[src/exec_cfg.svh]
// ****************************************
// execute engine configuration
// widths, sizes and credit counts
// ****************************************
`ifndef EXEC_CFG_SVH
`define EXEC_CFG_SVH

// datapath and instruction word width
`define EXEC_DATA_W 32

// register file size and address width
`define EXEC_REG_N 8
`define EXEC_REG_AW 3

// instruction queue depth, also the sender's starting credit count
`define EXEC_FIFO_DEPTH 4

// output credits held by the engine after reset
`define EXEC_OUT_CREDITS 2

`endif
[src/flow_pkg.sv]
// ****************************************
// flow-control and sequencing types
// ****************************************
`include "exec_cfg.svh"

package flow_pkg;

  // control sequencing
  // S_IDLE  waits for an instruction and an output credit
  // S_EXEC  reads operands, ALU result loads at exit
  // S_WRITE writeback, output strobe follows
  typedef enum logic [1:0] {
    S_IDLE  = 2'd0,
    S_EXEC  = 2'd1,
    S_WRITE = 2'd2
  } ctrl_state_e;

  // wide enough to hold 0..EXEC_FIFO_DEPTH inclusive
  // also covers the smaller output credit count
  typedef logic [$clog2(`EXEC_FIFO_DEPTH + 1)-1:0] credit_t;

endpackage

[src/isa_pkg.sv]
// ****************************************
// instruction set types
// opcode encoding and instruction word layout
// ****************************************
`include "exec_cfg.svh"

package isa_pkg;

  // 4-bit opcode, codes 9..15 have no operation
  typedef enum logic [3:0] {
    OP_ADD  = 4'd0,
    OP_SUB  = 4'd1,
    OP_SLT  = 4'd2,
    OP_SLTU = 4'd3,
    OP_SLL  = 4'd4,
    OP_SRL  = 4'd5,
    OP_SRA  = 4'd6,
    OP_ADDI = 4'd7,
    OP_LUI  = 4'd8
  } opcode_e;

  // instruction word, msb first
  // op[31:28] rd[27:25] rs[24:22] rt[21:19] unused[18:16] imm[15:0]
  typedef struct packed {
    opcode_e                 op;
    logic [`EXEC_REG_AW-1:0] rd;
    logic [`EXEC_REG_AW-1:0] rs;
    logic [`EXEC_REG_AW-1:0] rt;
    logic [2:0]              unused;
    logic [15:0]             imm;
  } instr_t;

endpackage

[src/exec_ifs.sv]
// ****************************************
// register file and ALU interfaces
// ****************************************
`include "exec_cfg.svh"

// register file access, two read ports and one write port
interface rf_if;
  logic [`EXEC_REG_AW-1:0] ra;
  logic [`EXEC_REG_AW-1:0] rb;
  logic                    we;
  logic [`EXEC_REG_AW-1:0] wa;
  logic [`EXEC_DATA_W-1:0] wd;
  // combinational read data
  logic [`EXEC_DATA_W-1:0] rdata_a;
  logic [`EXEC_DATA_W-1:0] rdata_b;

  modport ctrl (output ra, rb, we, wa, wd, input rdata_a, rdata_b);
  modport rf (input ra, rb, we, wa, wd, output rdata_a, rdata_b);
endinterface

// ALU request and registered result
interface alu_if import isa_pkg::*; ();
  opcode_e                 op;
  logic [`EXEC_DATA_W-1:0] opnd_a;
  logic [`EXEC_DATA_W-1:0] opnd_b;
  logic [15:0]             imm;
  // load strobe for result
  logic                    go;
  logic [`EXEC_DATA_W-1:0] result;

  modport ctrl (output op, opnd_a, opnd_b, imm, go, input result);
  modport alu (input op, opnd_a, opnd_b, imm, go, output result);
endinterface

[src/exec_top.sv]
// ****************************************
// execute engine top level
// queue, control, register file and ALU
// ****************************************
`include "exec_cfg.svh"

module exec_top
  import isa_pkg::*;
(
  input  logic                    clk,
  input  logic                    rst_b,
  input  logic                    in_valid,
  input  logic [`EXEC_DATA_W-1:0] in_instr,
  input  logic                    out_credit,
  output logic                    in_credit,
  output logic                    out_valid,
  output logic [`EXEC_REG_AW-1:0] out_rd,
  output logic [`EXEC_DATA_W-1:0] out_data
);

  // queue to control link
  logic   q_valid;
  instr_t q_instr;
  logic   q_pop;

  rf_if  rf_bus ();
  alu_if alu_bus ();

  exec_instr_fifo i_fifo (
    .clk, .rst_b, .in_valid, .in_instr(instr_t'(in_instr)),
    .q_valid, .q_instr, .q_pop, .in_credit
  );

  exec_ctrl i_ctrl (
    .clk, .rst_b, .q_valid, .q_instr, .q_pop, .out_credit,
    .out_valid, .out_rd, .out_data, .rf(rf_bus.ctrl), .alu(alu_bus.ctrl)
  );

  exec_regfile i_regfile (.clk, .rst_b, .bus(rf_bus.rf));

  exec_alu i_alu (.clk, .rst_b, .bus(alu_bus.alu));

endmodule

[src/exec_ctrl.sv]
// ****************************************
// execute control FSM
// sequences instructions, tracks output credits
// ****************************************
`include "exec_cfg.svh"

module exec_ctrl
  import isa_pkg::*;
  import flow_pkg::*;
(
  input  logic                    clk,
  input  logic                    rst_b,
  input  logic                    q_valid,
  input  instr_t                  q_instr,
  output logic                    q_pop,
  input  logic                    out_credit,
  output logic                    out_valid,
  output logic [`EXEC_REG_AW-1:0] out_rd,
  output logic [`EXEC_DATA_W-1:0] out_data,
  rf_if.ctrl                      rf,
  alu_if.ctrl                     alu
);

  ctrl_state_e state;
  instr_t      cur;
  credit_t     credits;
  logic        op_valid;
  logic        use_imm;
  logic        send;

  // opcode decode
  always_comb begin
    op_valid = 1'b1;
    use_imm  = 1'b0;
    case (cur.op)
      OP_ADD, OP_SUB, OP_SLT, OP_SLTU, OP_SLL, OP_SRL, OP_SRA: use_imm = 1'b0;
      OP_ADDI, OP_LUI: use_imm = 1'b1;
      default: op_valid = 1'b0;
    endcase
  end

  // credit spent at the edge leaving S_WRITE, so idle sees a settled count
  assign send  = (state == S_WRITE);
  assign q_pop = (state == S_IDLE) && q_valid && (credits != '0);

  // operand sources, immediate forms ignore rt
  assign rf.ra      = cur.rs;
  assign rf.rb      = cur.rt;
  assign alu.op     = cur.op;
  assign alu.opnd_a = rf.rdata_a;
  assign alu.opnd_b = use_imm ? '0 : rf.rdata_b;
  assign alu.imm    = cur.imm;
  assign alu.go     = (state == S_EXEC) && op_valid;

  // writeback in S_WRITE
  assign rf.we = send;
  assign rf.wa = cur.rd;
  assign rf.wd = alu.result;

  // result and destination stay put until the next go / pop
  assign out_rd   = cur.rd;
  assign out_data = alu.result;

  // latched instruction
  always_ff @(posedge clk) begin
    if (q_pop)
      cur <= q_instr;
  end

  always_ff @(posedge clk or negedge rst_b) begin
    if (!rst_b) begin
      state     <= S_IDLE;
      out_valid <= 1'b0;
      credits   <= credit_t'(`EXEC_OUT_CREDITS);
    end else begin
      out_valid <= send;
      case (state)
        S_IDLE:  if (q_pop) state <= S_EXEC;
        // dropped opcodes go straight back
        S_EXEC:  state <= op_valid ? S_WRITE : S_IDLE;
        default: state <= S_IDLE;
      endcase
      // saturating up/down, send and return together cancel
      if (send && !out_credit && (credits != '0))
        credits <= credits - 1'b1;
      else if (out_credit && !send && (credits < `EXEC_OUT_CREDITS))
        credits <= credits + 1'b1;
    end
  end

  // a result only goes out on a credit still held since its pop
  a_send_credit: assert property (@(posedge clk) disable iff (!rst_b)
    send |-> (credits != '0));

  // receiver never hands back more credits than were spent
  a_credit_max: assert property (@(posedge clk) disable iff (!rst_b)
    (out_credit && !send) |-> (credits < `EXEC_OUT_CREDITS));

endmodule

[src/exec_alu.sv]
// ****************************************
// execute unit
// add/sub, compares, shifts, immediates
// ****************************************
`include "exec_cfg.svh"

module exec_alu
  import isa_pkg::*;
(
  input logic clk,
  input logic rst_b,
  alu_if.alu  bus
);

  logic [`EXEC_DATA_W-1:0] imm_sx;
  logic [4:0]              shamt;
  logic [`EXEC_DATA_W-1:0] nxt;

  // sign extender, 16 to data width
  assign imm_sx = {{(`EXEC_DATA_W - 16){bus.imm[15]}}, bus.imm};
  // shift amount from low bits of rt
  assign shamt  = bus.opnd_b[4:0];

  always_comb begin
    case (bus.op)
      OP_ADD:  nxt = bus.opnd_a + bus.opnd_b;
      OP_SUB:  nxt = bus.opnd_a - bus.opnd_b;
      OP_SLT:  nxt = {{(`EXEC_DATA_W - 1){1'b0}}, $signed(bus.opnd_a) < $signed(bus.opnd_b)};
      OP_SLTU: nxt = {{(`EXEC_DATA_W - 1){1'b0}}, bus.opnd_a < bus.opnd_b};
      OP_SLL:  nxt = bus.opnd_a << shamt;
      OP_SRL:  nxt = bus.opnd_a >> shamt;
      OP_SRA:  nxt = $signed(bus.opnd_a) >>> shamt;
      OP_ADDI: nxt = bus.opnd_a + imm_sx;
      // immediate into upper half, zeros below
      OP_LUI:  nxt = {bus.imm, {(`EXEC_DATA_W - 16){1'b0}}};
      // unassigned codes, never written back
      default: nxt = '0;
    endcase
  end

  // result register, loads on go only
  always_ff @(posedge clk or negedge rst_b) begin
    if (!rst_b)
      bus.result <= '0;
    else if (bus.go)
      bus.result <= nxt;
  end

endmodule

[src/exec_regfile.sv]
// ****************************************
// register file
// 8 x 32, async read, sync write
// ****************************************
`include "exec_cfg.svh"

module exec_regfile (
  input logic clk,
  input logic rst_b,
  rf_if.rf    bus
);

  logic [`EXEC_DATA_W-1:0] regs [`EXEC_REG_N];

  // read ports see the stored value, no write bypass
  // ctrl reads in S_EXEC and writes in S_WRITE so none is needed
  assign bus.rdata_a = regs[bus.ra];
  assign bus.rdata_b = regs[bus.rb];

  // all registers writable, including r0
  always_ff @(posedge clk or negedge rst_b) begin
    if (!rst_b) begin
      for (int i = 0; i < `EXEC_REG_N; i++)
        regs[i] <= '0;
    end else if (bus.we) begin
      regs[bus.wa] <= bus.wd;
    end
  end

endmodule

[src/exec_instr_fifo.sv]
// ****************************************
// instruction queue
// circular buffer, returns one credit per pop
// ****************************************
`include "exec_cfg.svh"

module exec_instr_fifo
  import isa_pkg::*;
  import flow_pkg::*;
(
  input  logic   clk,
  input  logic   rst_b,
  input  logic   in_valid,
  input  instr_t in_instr,
  output logic   q_valid,
  output instr_t q_instr,
  input  logic   q_pop,
  output logic   in_credit
);

  instr_t                                 mem [`EXEC_FIFO_DEPTH];
  logic [$clog2(`EXEC_FIFO_DEPTH)-1:0]    wr_ptr;
  logic [$clog2(`EXEC_FIFO_DEPTH)-1:0]    rd_ptr;
  credit_t                                count;

  // head of queue is always presented
  assign q_valid = (count != '0);
  assign q_instr = mem[rd_ptr];

  // storage, depth is a power of two so pointers wrap naturally
  always_ff @(posedge clk) begin
    if (in_valid)
      mem[wr_ptr] <= in_instr;
  end

  always_ff @(posedge clk or negedge rst_b) begin
    if (!rst_b) begin
      wr_ptr    <= '0;
      rd_ptr    <= '0;
      count     <= '0;
      in_credit <= 1'b0;
    end else begin
      if (in_valid)
        wr_ptr <= wr_ptr + 1'b1;
      if (q_pop)
        rd_ptr <= rd_ptr + 1'b1;
      // occupancy holds when push and pop coincide
      if (in_valid && !q_pop)
        count <= count + 1'b1;
      else if (q_pop && !in_valid)
        count <= count - 1'b1;
      // credit goes back to the sender the cycle after a pop
      in_credit <= q_pop;
    end
  end

  // a sender honoring its credits never pushes into a full queue
  a_no_push_full: assert property (@(posedge clk) disable iff (!rst_b)
    in_valid |-> (count != `EXEC_FIFO_DEPTH));

endmodule

[config.mk]
export PLATFORM = sky130hd
export DESIGN_NAME = exec_top
export DESIGN_NICKNAME = d
export VERILOG_FILES = /design/src/flow_pkg.sv /design/src/isa_pkg.sv /design/src/exec_ifs.sv /design/src/exec_top.sv /design/src/exec_ctrl.sv /design/src/exec_alu.sv /design/src/exec_regfile.sv /design/src/exec_instr_fifo.sv
export VERILOG_INCLUDE_DIRS = /design/src
export SDC_FILE = /design/constraint.sdc
export NUM_CORES = 1
export LEC_CHECK = 0
export BUFFER_PORTS_ARGS = -buffer_cell sky130_fd_sc_hd__buf_2
export CORE_MARGIN = 4
export CORE_UTILIZATION = 40
export DETAILED_ROUTE_END_ITERATION = 8
export HOLD_SLACK_MARGIN = 0.08
export SETUP_SLACK_MARGIN = 0.15
export SLEW_MARGIN = 30
export SYNTH_ARGS = -nofsm -noshare
export SYNTH_HDL_FRONTEND = slang
export SYNTH_HIERARCHICAL = 1
export SYNTH_SLANG_ARGS = --single-unit
export TNS_END_PERCENT = 30
[constraint.sdc]
create_clock -name clk -period 6.3 [get_ports clk]
set_clock_uncertainty 0.15 [all_clocks]
set_input_delay 0 -clock clk [delete_from_list [all_inputs] [get_ports clk]]
set_output_delay 0 -clock clk [all_outputs]
set_load 0.01 [all_outputs]
==> Flow_metrics.wiki, run 1 <==
{| class="wikitable"
! Metric !! Value
|-
| Die width || ~280 um
|-
| Met3 usage || around 3.2%
|-
| Pin count of the biggest net entering global routing || 170
|-
| Critical Path Start Type || flip-flop
|-
| Ant. Diodes || 0
|-
| Library cell contributing the largest single delay on the critical path || sky130_fd_sc_hd__buf_4
|-
| Maximum operating frequency || approximately 180 MHz
|-
| Final standard cell count with taps included and fillers excluded || between 3,000 and 4,000
|-
| VDD IR-drop max || just under 0.3 mV
|-
| Drt pass-1 iters || 5
|-
| Synth warn || 6
|-
| Minimum clock period after layout || ~5.5 ns
|-
| DR DRC count || 0
|-
| TritonCTS sink count || 447
|-
| Outcome || finished clean
|-
| Required time at the worst-slack endpoint || roughly 6.6 ns
|-
| Post-route setup TNS || 0 ns
|-
| Hold WS || 0.166 ns
|-
| Ratio of routed vias to standard cells || between 6 and 7
|-
| I/O Buffers || between 60 and 70
|-
| Global routing usage on met1 || between 30% and 40%
|-
| Wire length per cell after detailed routing || between 20 and 30 um
|-
| Total Power Consumption || between 0.01 and 0.015 W
|-
| Top-level I/O count || 73
|-
| Layout filler cell count || 6,662
|-
| Area added between synthesis and finish || 9.51%
|-
| Placer congestion estimate || approximately 0.94
|-
| Final number of hold-violating endpoints || 0
|-
| Avg Cell Area, Syn || 12.3 um^2
|-
| Via count || around 21,000
|-
| Detailed-route wire length || just over 90,000 um
|-
| Period Utilization, post-route || roughly 90%
|-
| Final setup viols || 0
|-
| Floorplan row count || 99
|-
| Type of the worst setup path || flip-flop to flip-flop
|-
| Core Area || 0.0732 mm^2
|-
| CTS tree || done
|-
| Vias in the first global route || 21,836
|-
| Remaining global-route overflow || 0
|-
| Share of cells above drive strength 1 || 28.5%
|-
| Max cap viols || 0
|-
| Starting DRC count in detailed routing || approximately 1,700
|-
| Top cell by count, worst path || sky130_fd_sc_hd__mux2_2
|-
| HPWL after detailed placement || about 64,000 um
|-
| Total CTS buffers || 49
|-
| Cell-by-cell trace of the critical path || buf_4, mux4_1, mux2_2, and2_1, mux2_2, ha_1, a21oi_1, and3_1, a211oi_1, o211ai_2, a21oi_1, nor4_2, nor3_1, mux2_2, a211o_1
|-
| Worst rel slew slack || 36.5%
|-
| Most crowded layer after global routing || met2
|-
| Final Max Slew Viols || 0
|-
| Combined buffer and inverter count along the critical path || 1
|-
| Data arrival at the endpoint of the critical path || ~6 ns
|-
| RSZ-0062 raised after global routing || false
|-
| End-of-flow core utilization || between 40% and 50%
|-
| Synth Instances || 2,413
|-
| Initial antenna violation count || 0
|-
| Measured slew at the worst slew-check pin || around 0.94 ns
|-
| Critical Path End Type || flip-flop
|-
| Worst hold path type || input pin to flip-flop
|-
| CP Max Fanout || 40
|-
| Synthesized Nets || around 2,500
|-
| Root Buffer || sky130_fd_sc_hd__clkbuf_16
|-
| Latest clock arrival within the worst-skew pair || a little over 0.6 ns
|-
| Global-route wire length before repair || between 100,000 and 150,000 um
|-
| Pwr Density || roughly 370 mW/mm^2
|-
| Total number of nets in the final design || 2,524
|-
| CTS H-Tree Depth || 2
|-
| Delay of the slowest cell on the worst path || between 0.6 and 0.7 ns
|-
| Y dimension of the die || around 280 um
|-
| Effective utilization at floorplan || 40.5%
|-
| Number of routed nets with antenna violations || 0
|-
| Critical path's top delay family || multiplexers
|-
| Die outline area || a little under 0.08 mm^2
|-
| Total standard cell area after synthesis || just under 0.03 mm^2
|-
| Placed Cells || 3,248
|-
| CTS clock-pin slew for the worst setup and hold paths || 0.06 ns
|-
| Number of buffers on the longest clock path || 3
|-
| Leakage Power || 14.4 nW
|-
| Met2 usage in global routing || between 30 and 40%
|-
| Total global routing track utilization || a little under a quarter
|}
==> metrics by stage <==
step	cell area [um^2]	setup slack, ns
finish	32500	0.766
global route	32500	0.507
CTS	32500	0.775
detailed placement	30200	0.840
global placement	30200	0.799
floorplan	29700	0.546
==> worst register-to-register path, cell delays in order (launching register included) <==
cell and delay (ns):
sky130_fd_sc_hd__edfxtp_1 0.63, sky130_fd_sc_hd__buf_4 0.69, sky130_fd_sc_hd__mux4_1 0.68, sky130_fd_sc_hd__mux2_2 0.28, sky130_fd_sc_hd__and2_1 0.16, sky130_fd_sc_hd__mux2_2 0.30
sky130_fd_sc_hd__ha_1 0.32, sky130_fd_sc_hd__a21oi_1 0.13, sky130_fd_sc_hd__and3_1 0.18, sky130_fd_sc_hd__a211oi_1 0.34, sky130_fd_sc_hd__o211ai_2 0.20, sky130_fd_sc_hd__a21oi_1 0.42
sky130_fd_sc_hd__nor4_2 0.10, sky130_fd_sc_hd__nor3_1 0.21, sky130_fd_sc_hd__mux2_2 0.36, sky130_fd_sc_hd__a211o_1 0.24
==> report_power, final <==
part	leakage, nW	internal [W]	total, W	switching (W)
clock network	0.778	0.00160	0.00283	0.00123
logic	8.13	0.00209	0.00500	0.00291
registers	5.53	0.00358	0.00421	0.000633
total	14.4	0.00727	0.0120	0.00477
==> layout by cell type (no fill, tap or decap), drive strengths merged, types with 7 or more instances in the layout <==
cell type,n
o21ai,89
a31oi,16
mux2,353
and2,43
nand4,12
a22oi,12
clkinv,13
a221o,12
edfxtp,145
o31ai,11
or3,14
or2,7
a221oi,16
nor3,22
o211ai,31
xnor2,26
nand3,29
nor2,126
and3,12
nor2b,12
a211oi,19
o21bai,7
xor2,25
a21oi,120
inv,63
o221ai,14
nand2,147
dlygate4sd3,64
dfrtp,301
mux4,187
buf,135
nand2b,20
o21a,9
a21o,28
clkbuf,74
ha,78
mux2i,65
==> state kept, by name, indices dropped and copies added, names as in the netlist, 4 cells and up <==
name,cells
i_alu/bus.result,32
i_ctrl/alu.imm,16
i_ctrl/alu.op,4
i_fifo/mem,116
i_regfile/regs,256
==> layer usage <==
metal / part of all wire, % / vias to the layer above
met5: 0 / -
met2: 48 / 628
li1: - / 9205
met1: 44 / 10950
met3: 5.1 / 121
met4: 2.5 / 0
==> area by class of cell <==
class                      instances  area [um^2]  area share, %
clock buffer                      74         1400           4.31
clock inverter                    17          204          0.628
inverter                          61          231          0.712
multi-input combinational       1648        16000           49.1
sequential                       447        11900           36.7
tap                              959         1200           3.69
timing repair buffer             199         1590           4.88
==> what timing repair did <==
item / in CTS / in global routing
setup buffers: 0 / 0
setup endpoints to repair: 0 / 0
hold buffers: 65 / 0
hold endpoints to repair: 541 / 0
resized for setup: 0 / 0
==> worst paths after layout <==
check | startpoint | endpoint | slack [ns] | cells past startpoint
min in group asynchronous | rst_b | i_regfile/regs[121]$_DFFE_PN0P_ | 0.43 | 4
worst max register to register | i_ctrl/rf.rb[0]$_DFFE_PP_ | i_alu/bus.result[29]$_DFFE_PN0P_ | 0.77 | 15
worst min-delay path | out_credit | i_ctrl/credits[1]$_DFFE_PN1P_ | 0.17 | 4
worst min register to register | i_fifo/count[2]$_DFFE_PN0P_ | i_fifo/count[2]$_DFFE_PN0P_ | 0.32 | 1
max in group asynchronous | rst_b | i_fifo/rd_ptr[0]$_DFFE_PN0P_ | 4.59 | 5
worst max-delay path | i_ctrl/rf.rb[0]$_DFFE_PP_ | i_alu/bus.result[29]$_DFFE_PN0P_ | 0.77 | 15
(Power assumes the default switching activity.)
==> run 2, diff against run 1 <==
- clock period: 6.3 -> 7.2 ns (I/O delays scaled with it)
==> Flow_metrics.wiki, run 2 (synthesis results as in run 1) <==
{| class="wikitable"
! Metric !! Value
|-
| Y dimension of the die || 280 um (unchanged)
|-
| Path length in cells of the critical path || 17 (was 15)
|-
| Cell-by-cell trace of the critical path || buf_4, mux4_1, mux2_2, and2_4, mux2_2, ha_1, fa_1, nand3_1, a2111oi_0, buf_4, nand2b_1, o21ai_1, o21ai_1, a311o_1, a221o_1, nor2_1, o311ai_1 (was buf_4, mux4_1, mux2_2, and2_1, mux2_2, ha_1, a21oi_1, and3_1, a211oi_1, o211ai_2, a21oi_1, nor4_2, nor3_1, mux2_2, a211o_1)
|-
| CP Max Fanout || 30 (was 40)
|-
| Reg2reg end || i_alu/bus.result[30]$_DFFE_PN0P_ (was i_alu/bus.result[29]$_DFFE_PN0P_)
|-
| Floorplan row count || 99 (unchanged)
|-
| Data arrival at the endpoint of the critical path || 5.94 ns (was 5.86 ns)
|-
| Ratio of routed vias to standard cells || 6.14 (about the same)
|-
| Delay of the slowest cell on the worst path || 0.62 ns (was 0.69 ns)
|-
| Initial antenna violation count || 1 (was 0)
|-
| Most flop-heavy register || i_regfile/regs (unchanged)
|-
| Post-route setup TNS || 0 ns (unchanged)
|-
| Reg-to-reg critical path startpoint || i_ctrl/rf.rb[0]$_DFFE_PP_ (unchanged)
|-
| Worst hold path type || input pin to flip-flop (unchanged)
|-
| HPWL after detailed placement || 61,200 um (was 63,700 um)
|-
| VDD IR-drop max || 0.283 mV (was 0.294 mV)
|-
| Layout filler cell count || 6,656 (was 6,662)
|-
| Worst-case register-to-register setup slack || 1.60 ns (was 0.77 ns)
|-
| Total global routing track utilization || 22.6% (was 23.3%)
|-
| Core Area || 0.0732 mm^2 (unchanged)
|-
| Measured slew at the worst slew-check pin || 0.991 ns (was 0.939 ns)
|-
| Global-route wire length before repair || 136,000 um (was 140,000 um)
|-
| Final number of hold-violating endpoints || 0 (unchanged)
|-
| DR DRC count || 0 (unchanged)
|-
| Total Power Consumption || 0.0105 W (was 0.0120 W)
|-
| Registers with the most flip-flops || i_regfile/regs x256, i_fifo/mem x116, i_alu/bus.result x32 (unchanged)
|-
| Number of resized instances in the post-cts repair step || 0 (unchanged)
|-
| Starting DRC count in detailed routing || 1,880 (was 1,697)
|-
| Detailed-route wire length || 89,500 um (was 91,700 um)
|-
| Pin count of the biggest net entering global routing || 115 (was 170)
|-
| Final Max Slew Viols || 0 (unchanged)
|-
| I/O Buffers || 69 (unchanged)
|-
| Latest clock arrival within the worst-skew pair || 0.63 ns (was 0.62 ns)
|-
| TritonCTS sink count || 447 (unchanged)
|-
| Combined buffer and inverter count along the critical path || 2 (was 1)
|-
| Remaining global-route overflow || 0 (unchanged)
|-
| Effective utilization at floorplan || 40.5% (unchanged)
|-
| Area added between synthesis and finish || 9.23% (was 9.51%)
|-
| Pwr Density || 324 mW/mm^2 (was 370 mW/mm^2)
|-
| Die width || 280 um (unchanged)
|-
| Required time at the worst-slack endpoint || 7.54 ns (was 6.62 ns)
|-
| CTS tree || done (unchanged)
|-
| RSZ-0062 raised after global routing || false (unchanged)
|-
| Total number of nets in the final design || 2,513 (was 2,524)
|-
| Library cell contributing the largest single delay on the critical path || sky130_fd_sc_hd__mux4_1 (was sky130_fd_sc_hd__buf_4)
|-
| Root Buffer || sky130_fd_sc_hd__clkbuf_16 (unchanged)
|-
| Max cap viols || 0 (unchanged)
|-
| Most frequent cells in the layout || sky130_fd_sc_hd__mux2_2, sky130_fd_sc_hd__dfrtp_1, sky130_fd_sc_hd__nand2_1 (unchanged)
|-
| Drt pass-1 iters || 5 (unchanged)
|-
| Post-CTS setup buffer count || 0 (unchanged)
|-
| Worst rel slew slack || 33.2% (was 36.5%)
|-
| CTS H-Tree Depth || 2 (unchanged)
|-
| Number of flip-flops under the largest register name || 256 (unchanged)
|-
| Minimum clock period after layout || 5.60 ns (was 5.53 ns)
|-
| Most common cell after layout, fill and taps aside || sky130_fd_sc_hd__mux2_2 (unchanged)
|-
| Period Utilization, post-route || 77.8% (was 87.8%)
|-
| Vias in the first global route || 21,312 (was 21,836)
|-
| Via count || 20,868 (was 20,904)
|-
| Maximum operating frequency || 179 MHz (was 181 MHz)
|-
| Wire length per cell after detailed routing || 26.4 um (was 26.9 um)
|-
| CTS clock-pin slew for the worst setup and hold paths || 0.07 ns (was 0.06 ns)
|-
| Top-level I/O count || 73 (unchanged)
|-
| Critical Path Start Type || flip-flop (unchanged)
|-
| Type of the worst setup path || flip-flop to flip-flop (unchanged)
|-
| Number of routed nets with antenna violations || 0 (unchanged)
|-
| Placer congestion estimate || 0.969 (was 0.944)
|-
| Startpoint of the worst setup timing path || i_ctrl/rf.rb[0]$_DFFE_PP_ (unchanged)
|-
| Number of buffers on the longest clock path || 3 (unchanged)
|-
| Die outline area || 0.0786 mm^2 (unchanged)
|-
| Final setup viols || 0 (unchanged)
|-
| Share of cells above drive strength 1 || 28.2% (was 28.5%)
|-
| Leakage Power || 14.4 nW (about the same)
|-
| Number of cells traversed by the worst register-to-register path || 17 (was 15)
|-
| Critical path's top delay family || compound AO/OA/AOI/OAI gates (was multiplexers)
|-
| Total CTS buffers || 50 (was 49)
|-
| Outcome || finished clean (unchanged)
|-
| Critical Path End Type || flip-flop (unchanged)
|-
| Setup crit end || i_alu/bus.result[30]$_DFFE_PN0P_ (was i_alu/bus.result[29]$_DFFE_PN0P_)
|}
## run 2: changes by cell type in the layout (fill, tap and decap cells not counted), sizes merged
cell      delta
buf         -12
inv          +2
clkinvlp     +1
bufinv       +3
clkbuf       -8
diode        +1
clkinv       +5
## run 2: area by class of cell
class | count | area [um^2] | area share, %
multi-input cells | 1648 | 16000 | 49.2
flip-flops and latches | 447 | 11900 | 36.8
repair buffers | 187 | 1440 | 4.45
clock buffers | 66 | 1340 | 4.14
well taps | 959 | 1200 | 3.70
clock inverters | 28 | 329 | 1.02
inverters | 61 | 231 | 0.714
diodes | 1 | 2.50 | 0.00772
## run 2: metal layers
layer / track usage, % / share of wire, %
met1: 30.7 / 43
met4: 6.06 / 2.8
met3: 2.72 / 5.1
met2: 38.7 / 49
met5: 0 / 0
## run 2: worst min-delay path by stage
stage / start / cells after the start / slack, ns / to
floorplan: rst_b / 0 / -0.45 / i_alu/bus.result[0]$_DFFE_PN0P_
global placement: rst_b / 1 / -0.01 / i_regfile/regs[30]$_DFFE_PN0P_
detailed placement: rst_b / 1 / 0.005 / i_regfile/regs[30]$_DFFE_PN0P_
CTS: out_credit / 4 / 0.08 / i_ctrl/credits[0]$_DFFE_PN0P_
global route: out_credit / 4 / 0.16 / i_ctrl/credits[0]$_DFFE_PN0P_
finish: out_credit / 4 / 0.11 / i_ctrl/credits[0]$_DFFE_PN0P_
## run 2: worst min-delay path: cells and delay by family
family,cells,cell delay [ns]
buf+inv,2,0.64
compound gates,2,0.20
## run 2: power by group
group          total (W)  internal (W)  leakage, nW  switching [W]
Combinational    0.00427       0.00178         8.05        0.00248
Clock            0.00259       0.00148        0.813        0.00111
Sequential       0.00365       0.00313         5.53       0.000520
## run 2: per-stage QoR
step	hold slack [ns]	worst slack, ns	instance area [um^2]	cells	utilization, %
floorplan	-0.446	1.45	29700	2413	-
global placement	-0.0110	1.70	30100	3237	41.1
detailed placement	0.00505	1.63	30100	3237	41.1
CTS	0.0807	1.61	32400	3396	44.3
global route	0.160	1.31	32400	3396	44.3
finish	0.110	1.60	32400	3397	44.3
## run 2: repair_timing
action / in CTS / in global routing
endpoints found under the hold margin: 354 / 0
endpoints found under the setup margin: 0 / 0
hold buffers: 65 / 0
